File: config.mk
export PLATFORM = sky130hd
export DESIGN_NAME = ulaTop
export DESIGN_NICKNAME = d
export VERILOG_FILES = /design/src/verilog/ulaPkg.sv /design/src/verilog/beamCounter.sv /design/src/verilog/screenFetch.sv /design/src/verilog/pixelShifter.sv /design/src/verilog/colourMapper.sv /design/src/verilog/cpuPorts.sv /design/src/verilog/ulaTop.sv
export VERILOG_INCLUDE_DIRS = /design/src /design/src/verilog
export SDC_FILE = /design/constraint.sdc
export NUM_CORES = 1
export LEC_CHECK = 0
export ABC_AREA = 1
export BUFFER_PORTS_ARGS = -buffer_cell sky130_fd_sc_hd__buf_2
export CAP_MARGIN = 10
export CORE_UTILIZATION = 25
export DETAILED_ROUTE_END_ITERATION = 10
export HOLD_SLACK_MARGIN = 0.06
export PLACE_DENSITY = 0.47
export SYNTH_ARGS = -nofsm -noshare
export SYNTH_HDL_FRONTEND = slang
export SYNTH_SLANG_ARGS = --single-unit
File: constraint.sdc
create_clock -name clk7 -period 2.05 [get_ports clk7]
set_clock_uncertainty 0.05 [all_clocks]
set_input_delay 0 -clock clk7 [delete_from_list [all_inputs] [get_ports clk7]]
set_output_delay 0 -clock clk7 [all_outputs]
set_load 0.02 [all_outputs]
File: src/verilog/ula_defines.svh
`ifndef ULA_DEFINES_SVH
`define ULA_DEFINES_SVH

//////////////////////////////////////////////////////////////////////
// Frame timing, 48K
//////////////////////////////////////////////////////////////////////

// Cycles per line
`define HTOTAL 9'd448
// Lines per frame
`define VTOTAL 9'd312
// Visible paper window
`define PAPERW 9'd256
`define PAPERH 9'd192
// First column of horizontal sync
`define HSYNCBEG 9'd344
// First vsync line, flash counter ticks here too
`define VSYNCBEG 9'd248
// Interrupt width in clk7 cycles
`define INTLEN 9'd32
// Fetch column to displayed pixel
`define PIXLAT 9'd14

//////////////////////////////////////////////////////////////////////
// Ports and colour levels
//////////////////////////////////////////////////////////////////////

// ULAplus register select and data
`define ULAPLUSADDR 16'hBF3B
`define ULAPLUSDATA 16'hFF3B

// Per-channel output levels
`define CLVNONE 3'd0
`define CLVHALF 3'd5
`define CLVFULL 3'd7

`endif

File: src/verilog/ulaPkg.sv
package ulaPkg;

   // Beam position, column then line
   typedef struct packed {
      logic [8:0] hc;
      logic [8:0] vc;
   } beamPos_t;

   // Strobes from fetch sequencer to serializer
   typedef struct packed {
      logic bitmapLoad;
      logic attrLoad;
      logic serialLoad;
      logic attrOutLoad;
      logic videoEnable;
   } fetchCtl_t;

   // Attribute byte, also ULAplus palette select in bits 7:6
   typedef struct packed {
      logic       flash;
      logic       bright;
      logic [2:0] paper;
      logic [2:0] ink;
   } attrByte_t;

   // One pixel with its attribute
   typedef struct packed {
      logic      pixel;
      attrByte_t attr;
   } pixelOut_t;

   // Palette RAM write port
   typedef struct packed {
      logic       en;
      logic [5:0] index;
      logic [7:0] value;
   } palWrite_t;

   // Z80 I/O side, strobes active low
   typedef struct packed {
      logic [15:0] addr;
      logic        iorqN;
      logic        rdN;
      logic        wrN;
      logic [7:0]  data;
   } cpuBus_t;

   // 9-bit GRB output
   typedef struct packed {
      logic [2:0] g;
      logic [2:0] r;
      logic [2:0] b;
   } rgb9_t;

endpackage

File: src/verilog/beamCounter.sv
`timescale 1ns/1ps
`include "ula_defines.svh"

module beamCounter import ulaPkg::*; (
   input  logic     clk7,
   input  logic     rst_n,
   output beamPos_t beam,
   output logic     hsyncN,
   output logic     vsyncN,
   output logic     intN,
   output logic     flashPhase
);

   localparam logic [8:0] HSyncLen   = 9'd32;
   localparam logic [8:0] VSyncLines = 9'd4;

   logic       lineEnd;
   logic       frameEnd;
   logic [4:0] flashCnt;

   assign lineEnd  = (beam.hc == `HTOTAL - 9'd1);
   assign frameEnd = (beam.vc == `VTOTAL - 9'd1);

   // Column wraps every line, line wraps every frame
   always_ff @(posedge clk7) begin
      if (!rst_n) begin
         beam <= '0;
      end else if (lineEnd) begin
         beam.hc <= '0;
         beam.vc <= frameEnd ? 9'd0 : beam.vc + 9'd1;
      end else begin
         beam.hc <= beam.hc + 9'd1;
      end
   end

   // Sync windows, low active
   assign hsyncN = !((beam.hc >= `HSYNCBEG) && (beam.hc < `HSYNCBEG + HSyncLen));
   assign vsyncN = !((beam.vc >= `VSYNCBEG) && (beam.vc < `VSYNCBEG + VSyncLines));
   // Frame interrupt at start of the vsync line
   assign intN   = !((beam.vc == `VSYNCBEG) && (beam.hc < `INTLEN));

   // Once per frame, top bit toggles every 16 frames
   always_ff @(posedge clk7) begin
      if (!rst_n)
         flashCnt <= '0;
      else if ((beam.vc == `VSYNCBEG) && (beam.hc == 9'd0))
         flashCnt <= flashCnt + 5'd1;
   end
   assign flashPhase = flashCnt[4];

   hcInRange: assert property (@(posedge clk7) disable iff (!rst_n) beam.hc < `HTOTAL);

endmodule

File: src/verilog/screenFetch.sv
`timescale 1ns/1ps
`include "ula_defines.svh"

module screenFetch import ulaPkg::*; (
   input  logic        clk7,
   input  logic        rst_n,
   input  beamPos_t    beam,
   output fetchCtl_t   ctl,
   output logic [13:0] va
);

   logic        paperFetch;
   logic [3:0]  phase;
   logic        attrAddr;
   logic [4:0]  colAddr;
   logic [13:0] bitmapVa;
   logic [13:0] attrVa;

   // Fetch window leads the display window by 8 columns
   assign paperFetch = (beam.hc < `PAPERW) && (beam.vc < `PAPERH);
   assign phase      = beam.hc[3:0];

   //////////////////////////////////////////////////////////////////////
   // Fetch phase decode
   //////////////////////////////////////////////////////////////////////

   always_comb begin
      attrAddr = 1'b0;
      ctl      = '0;
      if (paperFetch) begin
         case (phase)
            // Bitmap address held while the second cycle latches
            4'd9, 4'd13: ctl.bitmapLoad = 1'b1;
            // Attribute address then latch
            4'd10, 4'd14: attrAddr = 1'b1;
            4'd11, 4'd15: begin
               attrAddr     = 1'b1;
               ctl.attrLoad = 1'b1;
            end
            default: attrAddr = 1'b0;
         endcase
      end
      // Display window covers columns 8..263 of a paper line
      ctl.videoEnable = (beam.hc >= 9'd8) && (beam.hc < `PAPERW + 9'd8) &&
                        (beam.vc < `PAPERH);
      ctl.serialLoad  = ctl.videoEnable && (beam.hc[2:0] == 3'd4);
      // Border attribute also moves on this beat
      ctl.attrOutLoad = (beam.hc[2:0] == 3'd4);
   end

   // Character column one step ahead of the fetch pair
   always_ff @(posedge clk7) begin
      if (!rst_n)
         colAddr <= '0;
      else if (beam.hc[2:0] == 3'd3)
         colAddr <= beam.hc[7:3];
   end

   // Interleaved bitmap order is third, pixel row, char row and column
   assign bitmapVa = {1'b0, beam.vc[7:6], beam.vc[2:0], beam.vc[5:3], colAddr};
   // Attribute block at 0x1800
   assign attrVa   = {1'b0, 3'b110, beam.vc[7:3], colAddr};
   assign va       = attrAddr ? attrVa : bitmapVa;

   loadExclusive: assert property (@(posedge clk7) disable iff (!rst_n)
      !(ctl.bitmapLoad && ctl.attrLoad));

endmodule

File: src/verilog/pixelShifter.sv
`timescale 1ns/1ps

module pixelShifter import ulaPkg::*; (
   input  logic       clk7,
   input  logic       rst_n,
   input  fetchCtl_t  ctl,
   input  logic [7:0] vramData,
   input  logic [2:0] border,
   output pixelOut_t  pix
);

   logic [7:0] bitmapData;
   attrByte_t  attrData;
   logic [7:0] shiftReg;
   attrByte_t  attrLatch;
   attrByte_t  borderAttr;

   //////////////////////////////////////////////////////////////////////
   // VRAM holding registers
   //////////////////////////////////////////////////////////////////////

   always_ff @(posedge clk7) begin
      if (ctl.bitmapLoad)
         bitmapData <= vramData;
      if (ctl.attrLoad)
         attrData <= attrByte_t'(vramData);
   end

   //////////////////////////////////////////////////////////////////////
   // Serializer and attribute latch
   //////////////////////////////////////////////////////////////////////

   // MSB first, zeros shift in so border gets paper
   always_ff @(posedge clk7) begin
      if (!rst_n)
         shiftReg <= '0;
      else if (ctl.serialLoad)
         shiftReg <= bitmapData;
      else
         shiftReg <= {shiftReg[6:0], 1'b0};
   end

   // Border shows as paper colour, no bright or flash
   always_comb begin
      borderAttr        = '0;
      borderAttr.paper  = border;
   end

   // Same beat as the serializer load, so attr lines up with its byte
   always_ff @(posedge clk7) begin
      if (!rst_n)
         attrLatch <= '0;
      else if (ctl.attrOutLoad)
         attrLatch <= ctl.videoEnable ? attrData : borderAttr;
   end

   assign pix.pixel = shiftReg[7];
   assign pix.attr  = attrLatch;

endmodule

File: src/verilog/colourMapper.sv
`timescale 1ns/1ps
`include "ula_defines.svh"

module colourMapper import ulaPkg::*; (
   input  logic       clk7,
   input  logic       rst_n,
   input  pixelOut_t  pix,
   input  logic       flashPhase,
   input  logic       plusEnable,
   input  palWrite_t  palWr,
   input  logic [5:0] paletteIndex,
   output logic [7:0] paletteReadback,
   output rgb9_t      rgb
);

   logic [7:0] palRam [64];
   logic       pixFlashed;
   logic [2:0] stdColour;
   logic [5:0] plusAddr;
   logic [7:0] plusEntry;
   rgb9_t      stdRgb;
   rgb9_t      plusRgb;

   // One GRB bit to a 3-bit level
   function automatic logic [2:0] level(input logic on, input logic bright);
      logic [2:0] lv;
      if (!on)
         lv = `CLVNONE;
      else if (bright)
         lv = `CLVFULL;
      else
         lv = `CLVHALF;
      return lv;
   endfunction

   //////////////////////////////////////////////////////////////////////
   // Standard palette
   //////////////////////////////////////////////////////////////////////

   // Flash swaps ink and paper
   assign pixFlashed = pix.pixel ^ (pix.attr.flash & flashPhase);
   assign stdColour  = pixFlashed ? pix.attr.ink : pix.attr.paper;

   // Colour bits are G R B
   assign stdRgb.g = level(stdColour[2], pix.attr.bright);
   assign stdRgb.r = level(stdColour[1], pix.attr.bright);
   assign stdRgb.b = level(stdColour[0], pix.attr.bright);

   //////////////////////////////////////////////////////////////////////
   // ULAplus palette
   //////////////////////////////////////////////////////////////////////

   always_ff @(posedge clk7) begin
      if (palWr.en)
         palRam[palWr.index] <= palWr.value;
   end

   // Flash and bright pick one of four 16-entry banks
   // Raw pixel here, bit 7 is a bank bit in this mode
   assign plusAddr = pix.pixel ?
                     {pix.attr.flash, pix.attr.bright, 1'b0, pix.attr.ink} :
                     {pix.attr.flash, pix.attr.bright, 1'b1, pix.attr.paper};
   assign plusEntry = palRam[plusAddr];

   // GGGRRRBB widened, blue low bit copies B1
   assign plusRgb.g = plusEntry[7:5];
   assign plusRgb.r = plusEntry[4:2];
   assign plusRgb.b = {plusEntry[1:0], plusEntry[1]};

   // CPU side read port
   assign paletteReadback = palRam[paletteIndex];

   // Output register
   always_ff @(posedge clk7) begin
      if (!rst_n)
         rgb <= '0;
      else
         rgb <= plusEnable ? plusRgb : stdRgb;
   end

endmodule

File: src/verilog/cpuPorts.sv
`timescale 1ns/1ps
`include "ula_defines.svh"

module cpuPorts import ulaPkg::*; (
   input  logic       clk7,
   input  logic       rst_n,
   input  cpuBus_t    bus,
   output logic [7:0] dout,
   input  logic [4:0] kbd,
   input  logic       ear,
   output logic [2:0] border,
   output logic       mic,
   output logic       spk,
   output palWrite_t  palWr,
   output logic [5:0] paletteIndex,
   output logic       plusEnable,
   input  logic [7:0] paletteReadback
);

   localparam logic [2:0] BorderRed = 3'b010;

   logic       ioWr;
   logic       ioRd;
   logic       feSel;
   logic       plusAddrSel;
   logic       plusDataSel;
   logic [6:0] plusIndex;
   logic       plusConfig;

   // Level strobes without edge detect
   assign ioWr = !bus.iorqN && !bus.wrN;
   assign ioRd = !bus.iorqN && !bus.rdN;

   // Port FE answers any even address
   assign feSel       = !bus.addr[0];
   assign plusAddrSel = (bus.addr == `ULAPLUSADDR);
   assign plusDataSel = (bus.addr == `ULAPLUSDATA);

   //////////////////////////////////////////////////////////////////////
   // Write side
   //////////////////////////////////////////////////////////////////////

   always_ff @(posedge clk7) begin
      if (!rst_n) begin
         border     <= BorderRed;
         mic        <= 1'b0;
         spk        <= 1'b0;
         plusIndex  <= '0;
         plusConfig <= 1'b0;
      end else if (ioWr) begin
         // Border with MIC and speaker
         if (feSel) begin
            border <= bus.data[2:0];
            mic    <= bus.data[3];
            spk    <= bus.data[4];
         end
         if (plusAddrSel)
            plusIndex <= bus.data[6:0];
         // Index bit 6 selects the mode register
         if (plusDataSel && plusIndex[6])
            plusConfig <= bus.data[0];
      end
   end

   // Palette entry written in the strobe cycle
   assign palWr.en     = ioWr && plusDataSel && !plusIndex[6];
   assign palWr.index  = plusIndex[5:0];
   assign palWr.value  = bus.data;
   assign paletteIndex = plusIndex[5:0];
   assign plusEnable   = plusConfig;

   // Read mux returns FF on an idle bus
   always_comb begin
      dout = 8'hFF;
      if (ioRd) begin
         if (feSel)
            dout = {1'b1, ear ^ spk, 1'b1, kbd};
         else if (plusAddrSel)
            dout = {1'b0, plusIndex};
         else if (plusDataSel)
            dout = plusIndex[6] ? {7'b0, plusConfig} : paletteReadback;
      end
   end

endmodule

File: src/verilog/ulaTop.sv
`timescale 1ns/1ps

module ulaTop import ulaPkg::*; (
   input  logic        clk7,
   input  logic        rst_n,
   input  cpuBus_t     bus,
   output logic [7:0]  dout,
   output logic [13:0] va,
   input  logic [7:0]  vramData,
   input  logic [4:0]  kbd,
   input  logic        ear,
   output logic        mic,
   output logic        spk,
   output rgb9_t       rgb,
   output logic        hsyncN,
   output logic        vsyncN,
   output logic        intN
);

   beamPos_t   beam;
   fetchCtl_t  ctl;
   pixelOut_t  pix;
   palWrite_t  palWr;
   logic       flashPhase;
   logic [2:0] border;
   logic [5:0] paletteIndex;
   logic       plusEnable;
   logic [7:0] paletteReadback;

   //////////////////////////////////////////////////////////////////////
   // Video pipeline
   //////////////////////////////////////////////////////////////////////

   beamCounter u_beam (
      .clk7(clk7), .rst_n(rst_n), .beam(beam), .hsyncN(hsyncN),
      .vsyncN(vsyncN), .intN(intN), .flashPhase(flashPhase)
   );

   screenFetch u_fetch (
      .clk7(clk7), .rst_n(rst_n), .beam(beam), .ctl(ctl), .va(va)
   );

   pixelShifter u_shift (
      .clk7(clk7), .rst_n(rst_n), .ctl(ctl), .vramData(vramData),
      .border(border), .pix(pix)
   );

   colourMapper u_colour (
      .clk7(clk7), .rst_n(rst_n), .pix(pix), .flashPhase(flashPhase),
      .plusEnable(plusEnable), .palWr(palWr), .paletteIndex(paletteIndex),
      .paletteReadback(paletteReadback), .rgb(rgb)
   );

   // CPU side registers
   cpuPorts u_ports (
      .clk7(clk7), .rst_n(rst_n), .bus(bus), .dout(dout), .kbd(kbd),
      .ear(ear), .border(border), .mic(mic), .spk(spk), .palWr(palWr),
      .paletteIndex(paletteIndex), .plusEnable(plusEnable),
      .paletteReadback(paletteReadback)
   );

endmodule

==> summary.md, run 1 <==
| Metric | Value |
|---|---|
| CP max stage delay | 480 ps |
| Synth Instances | 3690 |
| Sequential share of power | 46.6% |
| Critical path type | reg -> out |
| Pleak | approximately 0.018 uW |
| Max transition margin | 50.1% |
| Diode count | 0 |
| Largest net degree at the start of global routing | 67 |
| Post-synthesis cell area | 31400 um2 |
| Clock power frac | between 40 and 50% |
| Largest cells by area after synthesis | edfxtp_1 51%, nand3_1 12%, nand2_1 9.3% |
| # IOs | between 70 and 80 |
| R2r endpoint | u_colour.rgb[6] |
| F_max | 341 MHz |
| Initial core utilization | roughly 25% |
| Sw Pwr | 6700 uW |
| Port bufs | 77 |
| Sequential-to-total area share from yosys stat | roughly 55% |
| CP Data Arrival Time | around 2900 ps |
| Post-DP Area | around 36000 um2 |
| DP HPWL | 83.3 mm |
| Die Width | 356 um |
| Area fraction of the dominant cell type after synthesis | 50.6% |
| Outcome | complete, but fails checks |
| Cell internal pwr | 21800 uW |
| GRT Total Usage | 19.6% |
| First-pass DRT Iterations | 6 |
| Wire length per cell | 22.5 um |
| Pwr Density | 658 nW/um2 |
| Clock Tree Root | clkbuf_16 |
| CTS Buf Count | 71 |
| FILL cells | 12400 |
| Setup violations, final | 16 |
| Hold slack | 90.9 ps |
| Maxcap violations | 0 |
| Core box area | 124000 um2 |
| Routed wire length | 131 mm |
| R2R setup slack | -120 ps |
| GPL Wtd Cong | 0.920 |
| Switching Fraction | 23.5% |
| Class of the worst hold path | in -> reg |
| Vias in the first global route | 26600 |
| Max-slew violations | 0 |
| Maximum clock path buffer count | 3 |
| Vias | 28600 |
| Finished Cell Area | 43300 um2 |
| Post-Place Cells | 5538 |
| Worst r2r path cells | 14 |
| Final Net Count | about 4200 |
| Die area | 127000 um2 |
| #FFs+latches synth | between 500 and 600 |
| Synth area leader | edfxtp_1 |
| Worst Setup EP | dout[5] |
| Initial antenna violation count | 0 |
| Final ANT Viol Nets | 0 |
| Final Util | 34.9% |
| Layout cells sized above 1 | 25.2% |
| Worst setup EP type | output port |
| Crit path required time | 2000 ps |
| Commonest non-fill, non-tap cell in the layout | nand2_1 |
| Failing checks | negative setup slack |
| Commonest cells after routing, fill and taps aside | 720 x nand2_1, 539 x inv_1, 528 x edfxtp_1, 524 x nand3_1, 299 x buf_4 |
| Row count | 129 |
| Yosys Warn Count | 0 |
| Syn_nets | 3740 |
| Final min period | a little under 3000 ps |
| First-pass GRT wire length | 184 mm |
| Chip Height | 356 um |
| Starting DRT DRC Count | 2797 |
| Syn-to-layout area delta | 38.1% |
| Comb pwr share | 7.5% |
| Total clock sinks | 599 |
| Period utilization | 143% |
| Share of flip-flops with an asynchronous set or reset | 0% |
| Synth Area per Inst | 8.50 um2 |
| Top_reg_cell synth | edfxtp_1 |
| Slew @ Worst Pin | 748 ps |
| Number of flops mapped to enable cells by yosys | 528 |
| H-tree depth | 3 |
| Drt drc | 0 |
| Critical path startpoint category | register |
| Final WS setup | -883 ps |
| CP max-delay cell | dfxtp_4 |
| VDD IR-drop max | 597 uV |
| Remaining Overflow, GRT | 0 |
| Finished Layout Cells | between 5000 and 6000 |
| Clock-pin slew on the worst setup and hold paths | roughly 60 ps |
| Worst path cell trace | buf_12 > buf_12 > a21oi_1 > o21ai_0 > nand3_1 > nand2_1 > nand2_1 > nand3_2 > nand3_2 > nand2_2 > a21oi_1 > o21ai_1 > buf_4 |
| Unrepaired setup endpoints after global routing | true |
| Worst-path fanout max | 22 |
| Synth cell types | 45 |
| Worst r2r src | u_shift.shiftReg[7] |
| Final Hold Vio Count | 0 |
| Vias/cell | between 4 and 5 |
| Clk Latency, worst-skew pair | 630 ps |
| CTS tree | built |
==> worst min path at each step <==
stage | from | to | slack [ps] | cells after the start
2_1_floorplan | bus[0] | u_colour.palRam[0][0] | 50 | 0
3_3_place_gp | vramData[5] | u_shift.bitmapData[5] | 170 | 1
3_5_place_dp | vramData[1] | u_shift.bitmapData[1] | 160 | 1
4_1_cts | vramData[7] | u_shift.attrData[7] | 60 | 2
5_1_grt | vramData[7] | u_shift.attrData[7] | 80 | 2
6_report | bus[24] | register | 90 | 6
==> metrics by stage <==
stage / TNS [ps] / total power [uW] / setup slack (ps)
2_1_floorplan: 0 / 14200 / 186
3_3_place_gp: -65850 / 15000 / -404
3_5_place_dp: -70140 / 15100 / -423
4_1_cts: -43510 / 28500 / -866
5_1_grt: -8850 / 29200 / -968
6_report: -7510 / 28500 / -883
==> final cells by class <==
cell class	count	area (um2)	share of cell area, %
multi-input combinational	2302	12900	29.7
clock buffer	83	1860	4.31
timing repair buffer	587	6630	15.3
tap	1637	2050	4.73
clock inverter	42	488	1.13
sequential	599	17300	40.0
inverter	551	2090	4.83
==> kinds of logic after synthesis <==
family / count (synthesis) / synth area share [%]
buf+inv: 789 / 10.3
flops: 599 / 55.1
other cells: 1 / 0.0120
xor+xnor: 7 / 0.196
fa+ha+maj: 7 / 0.279
compound gates: 519 / 8.46
simple gates: 1768 / 25.6
==> Yosys cell counts (all sizes together), types with 7 or more instances <==
| master | n |
|---|---|
| ha | 7 |
| dfxtp | 71 |
| nand2 | 781 |
| buf | 153 |
| nand3 | 791 |
| clkbuf | 85 |
| nor3 | 14 |
| a21oi | 236 |
| o21ai | 263 |
| a211oi | 9 |
| nand3b | 26 |
| inv | 547 |
| edfxtp | 528 |
| nor2 | 139 |
| nand4 | 9 |
==> layer usage <==
metal	global-route usage (%)	up-vias	routed length, um
met5	0	-	0
met4	8.58	0	5480
met1	26.6	13900	56100
met2	30.9	1223	59300
met3	2.91	255	9750
li1	-	13200	-
==> critical path: cells and delay by family, from the launching register on <==
kind            cells  cell delay [ps]
simple gates        6              800
buf+inv             3              580
flops               1              480
compound gates      4              390
==> power by group through the flow <==
| stage | Sequential, uW | Combinational [uW] | Clock, uW |
|---|---|---|---|
| after floorplan | 13600 | 619 | 0 |
| after detailed placement | 13500 | 1500 | 0 |
| after global placement | 13500 | 1500 | 0 |
| final | 13300 | 2140 | 13100 |
| after global routing | 13300 | 2240 | 13700 |
| after CTS | 13300 | 1930 | 13300 |
==> registers in the layout (all words and copies together), names as in the netlist, 3 cells and up, named ones only <==
register            flops
u_shift.attrData        8
u_colour.palRam       512
u_shift.pix             8
u_shift.bitmapData      8
u_ports.plusIndex       7
u_ports.border          3
u_shift.shiftReg        8
u_beam.flashCnt         5
u_beam.beam            18
u_fetch.colAddr         5
u_colour.rgb            8
==> timing repair <==
item                                    in CTS  in global routing
resized for setup                          319                263
setup buffers                               41                 36
endpoints found under the hold margin      521                  2
hold buffers                                31                  1
pin swaps                                  117                126
endpoints found under the setup margin      22                560
gates cloned                                22                 19
Note: power is estimated with default switching activity, not from simulation.
==> run 2: changes to the inputs <==
--- a/config.mk
+++ b/config.mk
@@ -6,7 +6,6 @@
 export SDC_FILE = /design/constraint.sdc
 export NUM_CORES = 1
 export LEC_CHECK = 0
-export ABC_AREA = 1
 export BUFFER_PORTS_ARGS = -buffer_cell sky130_fd_sc_hd__buf_2
 export CAP_MARGIN = 10
 export CORE_UTILIZATION = 25
==> summary.md, run 2 <==
| Metric | Value |
|---|---|
| CTS tree | built |
| GPL Wtd Cong | approximately 0.94 |
| Outcome | complete, but fails checks |
| Wire length per cell | 25.7 um |
| WHS Endpoint | u_shift.attrData[7] |
| CTS Buf Count | 70 |
| VDD IR-drop max | 546 uV |
| Worst hold stages | 2 |
| Setup violations, final | 18 |
| Synth Instances | 2073 |
| Final min period | 3430 ps |
| Crit path required time | about 2000 ps |
| Largest cells by area after synthesis | edfxtp_1 56%, mux4_2 14%, nand2_1 5.5% |
| Final WS setup | -1380 ps |
| H-tree depth | 3 |
| Vias in the first global route | 21500 |
| Total negative slack | -14810 ps |
| Clock Tree Root | clkbuf_16 |
| Critical path type | reg -> out |
| First-pass DRT Iterations | 5 |
| Worst Hold Launch | vramData[7] |
| R2R setup slack | -670 ps |
| Vias | approximately 22000 |
| Yosys Warn Count | 0 |
| Number of flops mapped to enable cells by yosys | 528 |
| Synth area leader | edfxtp_1 |
| Finished Cell Area | 40200 um2 |
| Final Hold Vio Count | 0 |
| Worst setup EP type | output port |
| Total clock sinks | 599 |
| Top_reg_cell synth | edfxtp_1 |
| Met1 Wirelength | 47.2 mm |
| Sequential-to-total area share from yosys stat | 60.6% |
| Clk Latency, worst-skew pair | 630 ps |
| Max reg flops | around 510 |
| Chip Height | between 300 and 400 um |
| Pwr Density | 684 nW/um2 |
| Top post-synthesis cells by count | 528 x edfxtp_1, 416 x nand2_1, 178 x mux4_2, 155 x nand3_1, 103 x nor2_1 |
| GRT Total Usage | between 10% and 20% |
| Area fraction of the dominant cell type after synthesis | between 50% and 60% |
| F_max | between 200 and 300 MHz |
| Final Net Count | 2839 |
| Largest Register | u_colour.palRam |
| Remaining Overflow, GRT | 0 |
| Layout cells sized above 1 | between 40% and 50% |
| Worst-path fanout max | 5 |
| Unrepaired setup endpoints after global routing | true |
| CP Data Arrival Time | 3380 ps |
| Class of the worst hold path | in -> reg |
| Routed met2 length | a little over 50 mm |
| Core box area | ~110000 um2 |
| Initial core utilization | between 20% and 30% |
| Failing checks | negative setup slack |
| Vias/cell | 5.05 |
| Final ANT Viol Nets | 0 |
| Clock-pin slew on the worst setup and hold paths | 60 ps |
| Largest net degree at the start of global routing | 67 |
| Post-DP Area | 35500 um2 |
| Worst r2r src | u_shift.shiftReg[7] |
| Routed wire length | 112 mm |
| DP HPWL | 75.7 mm |
| # IOs | 79 |
| R2r endpoint | u_colour.rgb[8] |
| Post-synthesis cell area | around 28000 um2 |
| Starting DRT DRC Count | 2265 |
| Period utilization | 167% |
| Max-slew violations | 0 |
| Syn_nets | 2123 |
| Drt drc | 0 |
| Die Width | 340 um |
| Port bufs | 77 |
| Initial antenna violation count | 5 |
| Commonest non-fill, non-tap cell in the layout | buf_4 |
| Max transition margin | 40.1% |
| FILL cells | 10800 |
| First-pass GRT wire length | 156 mm |
| Syn-to-layout area delta | 41.3% |
| Commonest cells after routing, fill and taps aside | 549 x buf_4, 528 x edfxtp_1, 409 x nand2_1, 178 x mux4_2, 151 x nand3_1 |
| Slew @ Worst Pin | between 800 and 900 ps |
| Worst r2r path cells | 12 |
| Row count | 123 |
| Highest routed layer | met5 |
| Synth cell types | 67 |
| Most common cell in the synthesized netlist | edfxtp_1 |
| #FFs+latches synth | about 600 |
| Pleak | 0.0143 uW |
| Die area | 115000 um2 |
| Share of flip-flops with an asynchronous set or reset | 0% |
| Critical path startpoint category | register |
| Routed met3 length | approximately 9 mm |
| Synth Area per Inst | 13.7 um2 |
| Maxcap violations | 0 |
| Largest regs | u_colour.palRam x512, u_beam.beam x18 |
| Maximum clock path buffer count | 3 |
## run 2: cell types whose count changed after synthesis, sizes merged, moves of 80 or more
cell,previous run,this run
a21oi,236,10
inv,547,7
mux2i,0,80
mux4,0,178
nand2,781,416
nand3,791,155
o21ai,263,20
## run 2: final cells by class
type | count | area (um2) | share of cell area, %
Clock buffer | 87 | 1900 | 4.72
Clock inverter | 40 | 367 | 0.911
Timing Repair Buffer | 803 | 7610 | 18.9
Sequential cell | 599 | 17300 | 43.0
Tap cell | 1500 | 1880 | 4.66
Antenna cell | 1 | 2.50 | 0.00622
Multi-Input combinational cell | 1308 | 11200 | 27.7
Inverter | 7 | 26.3 | 0.0653
## run 2: layer usage
| layer | track usage, % | vias up |
|---|---|---|
| met5 | 0 | - |
| met4 | 5.68 | 2 |
| met3 | 3.34 | 200 |
| met2 | 30.1 | 1071 |
| met1 | 25.5 | 11200 |
| li1 | - | 9467 |
## run 2: what timing repair did
action,4_1_cts,5_1_grt
cloned,11,8
hold endpoints to repair,359,11
pin swaps,48,52
endpoints found under the setup margin,21,49
hold buffers,28,1
gates resized for setup,165,111
setup buffers,55,38
## run 2: worst max path at each step
stage | endpoint | slack [ps] | depth (start not counted)
5_1_grt | dout[6] | -1450 | 12
3_5_place_dp | u_colour.rgb[5] | -990 | 10
4_1_cts | dout[0] | -1340 | 12
6_report | dout[4] | -1380 | 12
3_3_place_gp | u_colour.rgb[5] | -1010 | 10
2_1_floorplan | dout[0] | -140 | 7
## run 2: kinds of logic (layout without fill, tap and decap cells)
logic type | count (synthesis) | in the layout | share of synthesized area (%)
multiplexers | 266 | 267 | 17.3
buffers and inverters | 167 | 937 | 3.07
adder cells (fa/ha/maj) | 7 | 7 | 0.307
AND/OR/NAND/NOR | 835 | 835 | 13.3
AO/OA/AOI/OAI | 179 | 179 | 4.78
other | 1 | 2 | 0.0132
XOR/XNOR | 19 | 19 | 0.584
flip-flops | 599 | 599 | 60.6
## run 2: where the power goes
part           internal [uW]  switching, uW  total, uW
clock                   7340           5180      12500
sequential             13300           23.3      13300
combinational            728            989       1720
total                  21300           6190      27500
## run 2: stage by stage
step	std cells	total power [uW]	hold slack (ps)	worst slack [ps]	utilization, %
after global placement	4098	14900	154	-1010	31.5
final	4345	27500	95.9	-1380	35.7
after CTS	4311	27700	64.9	-1340	35.0
after detailed placement	4098	14900	148	-987	31.5
after global routing	4344	28200	88.9	-1450	35.7
after floorplan	2073	14100	48.9	-144	-
## run 2: critical path, cell delays in order, from the launching register on
cell and delay, ps:
dfxtp_4 370, buf_12 130, buf_12 120, buf_4 110, mux4_2 500, mux4_2 570
mux2i_1 190, buf_4 160, nor3_4 40, nor3_4 230, buf_6 140, a21oi_4 30
buf_6 140
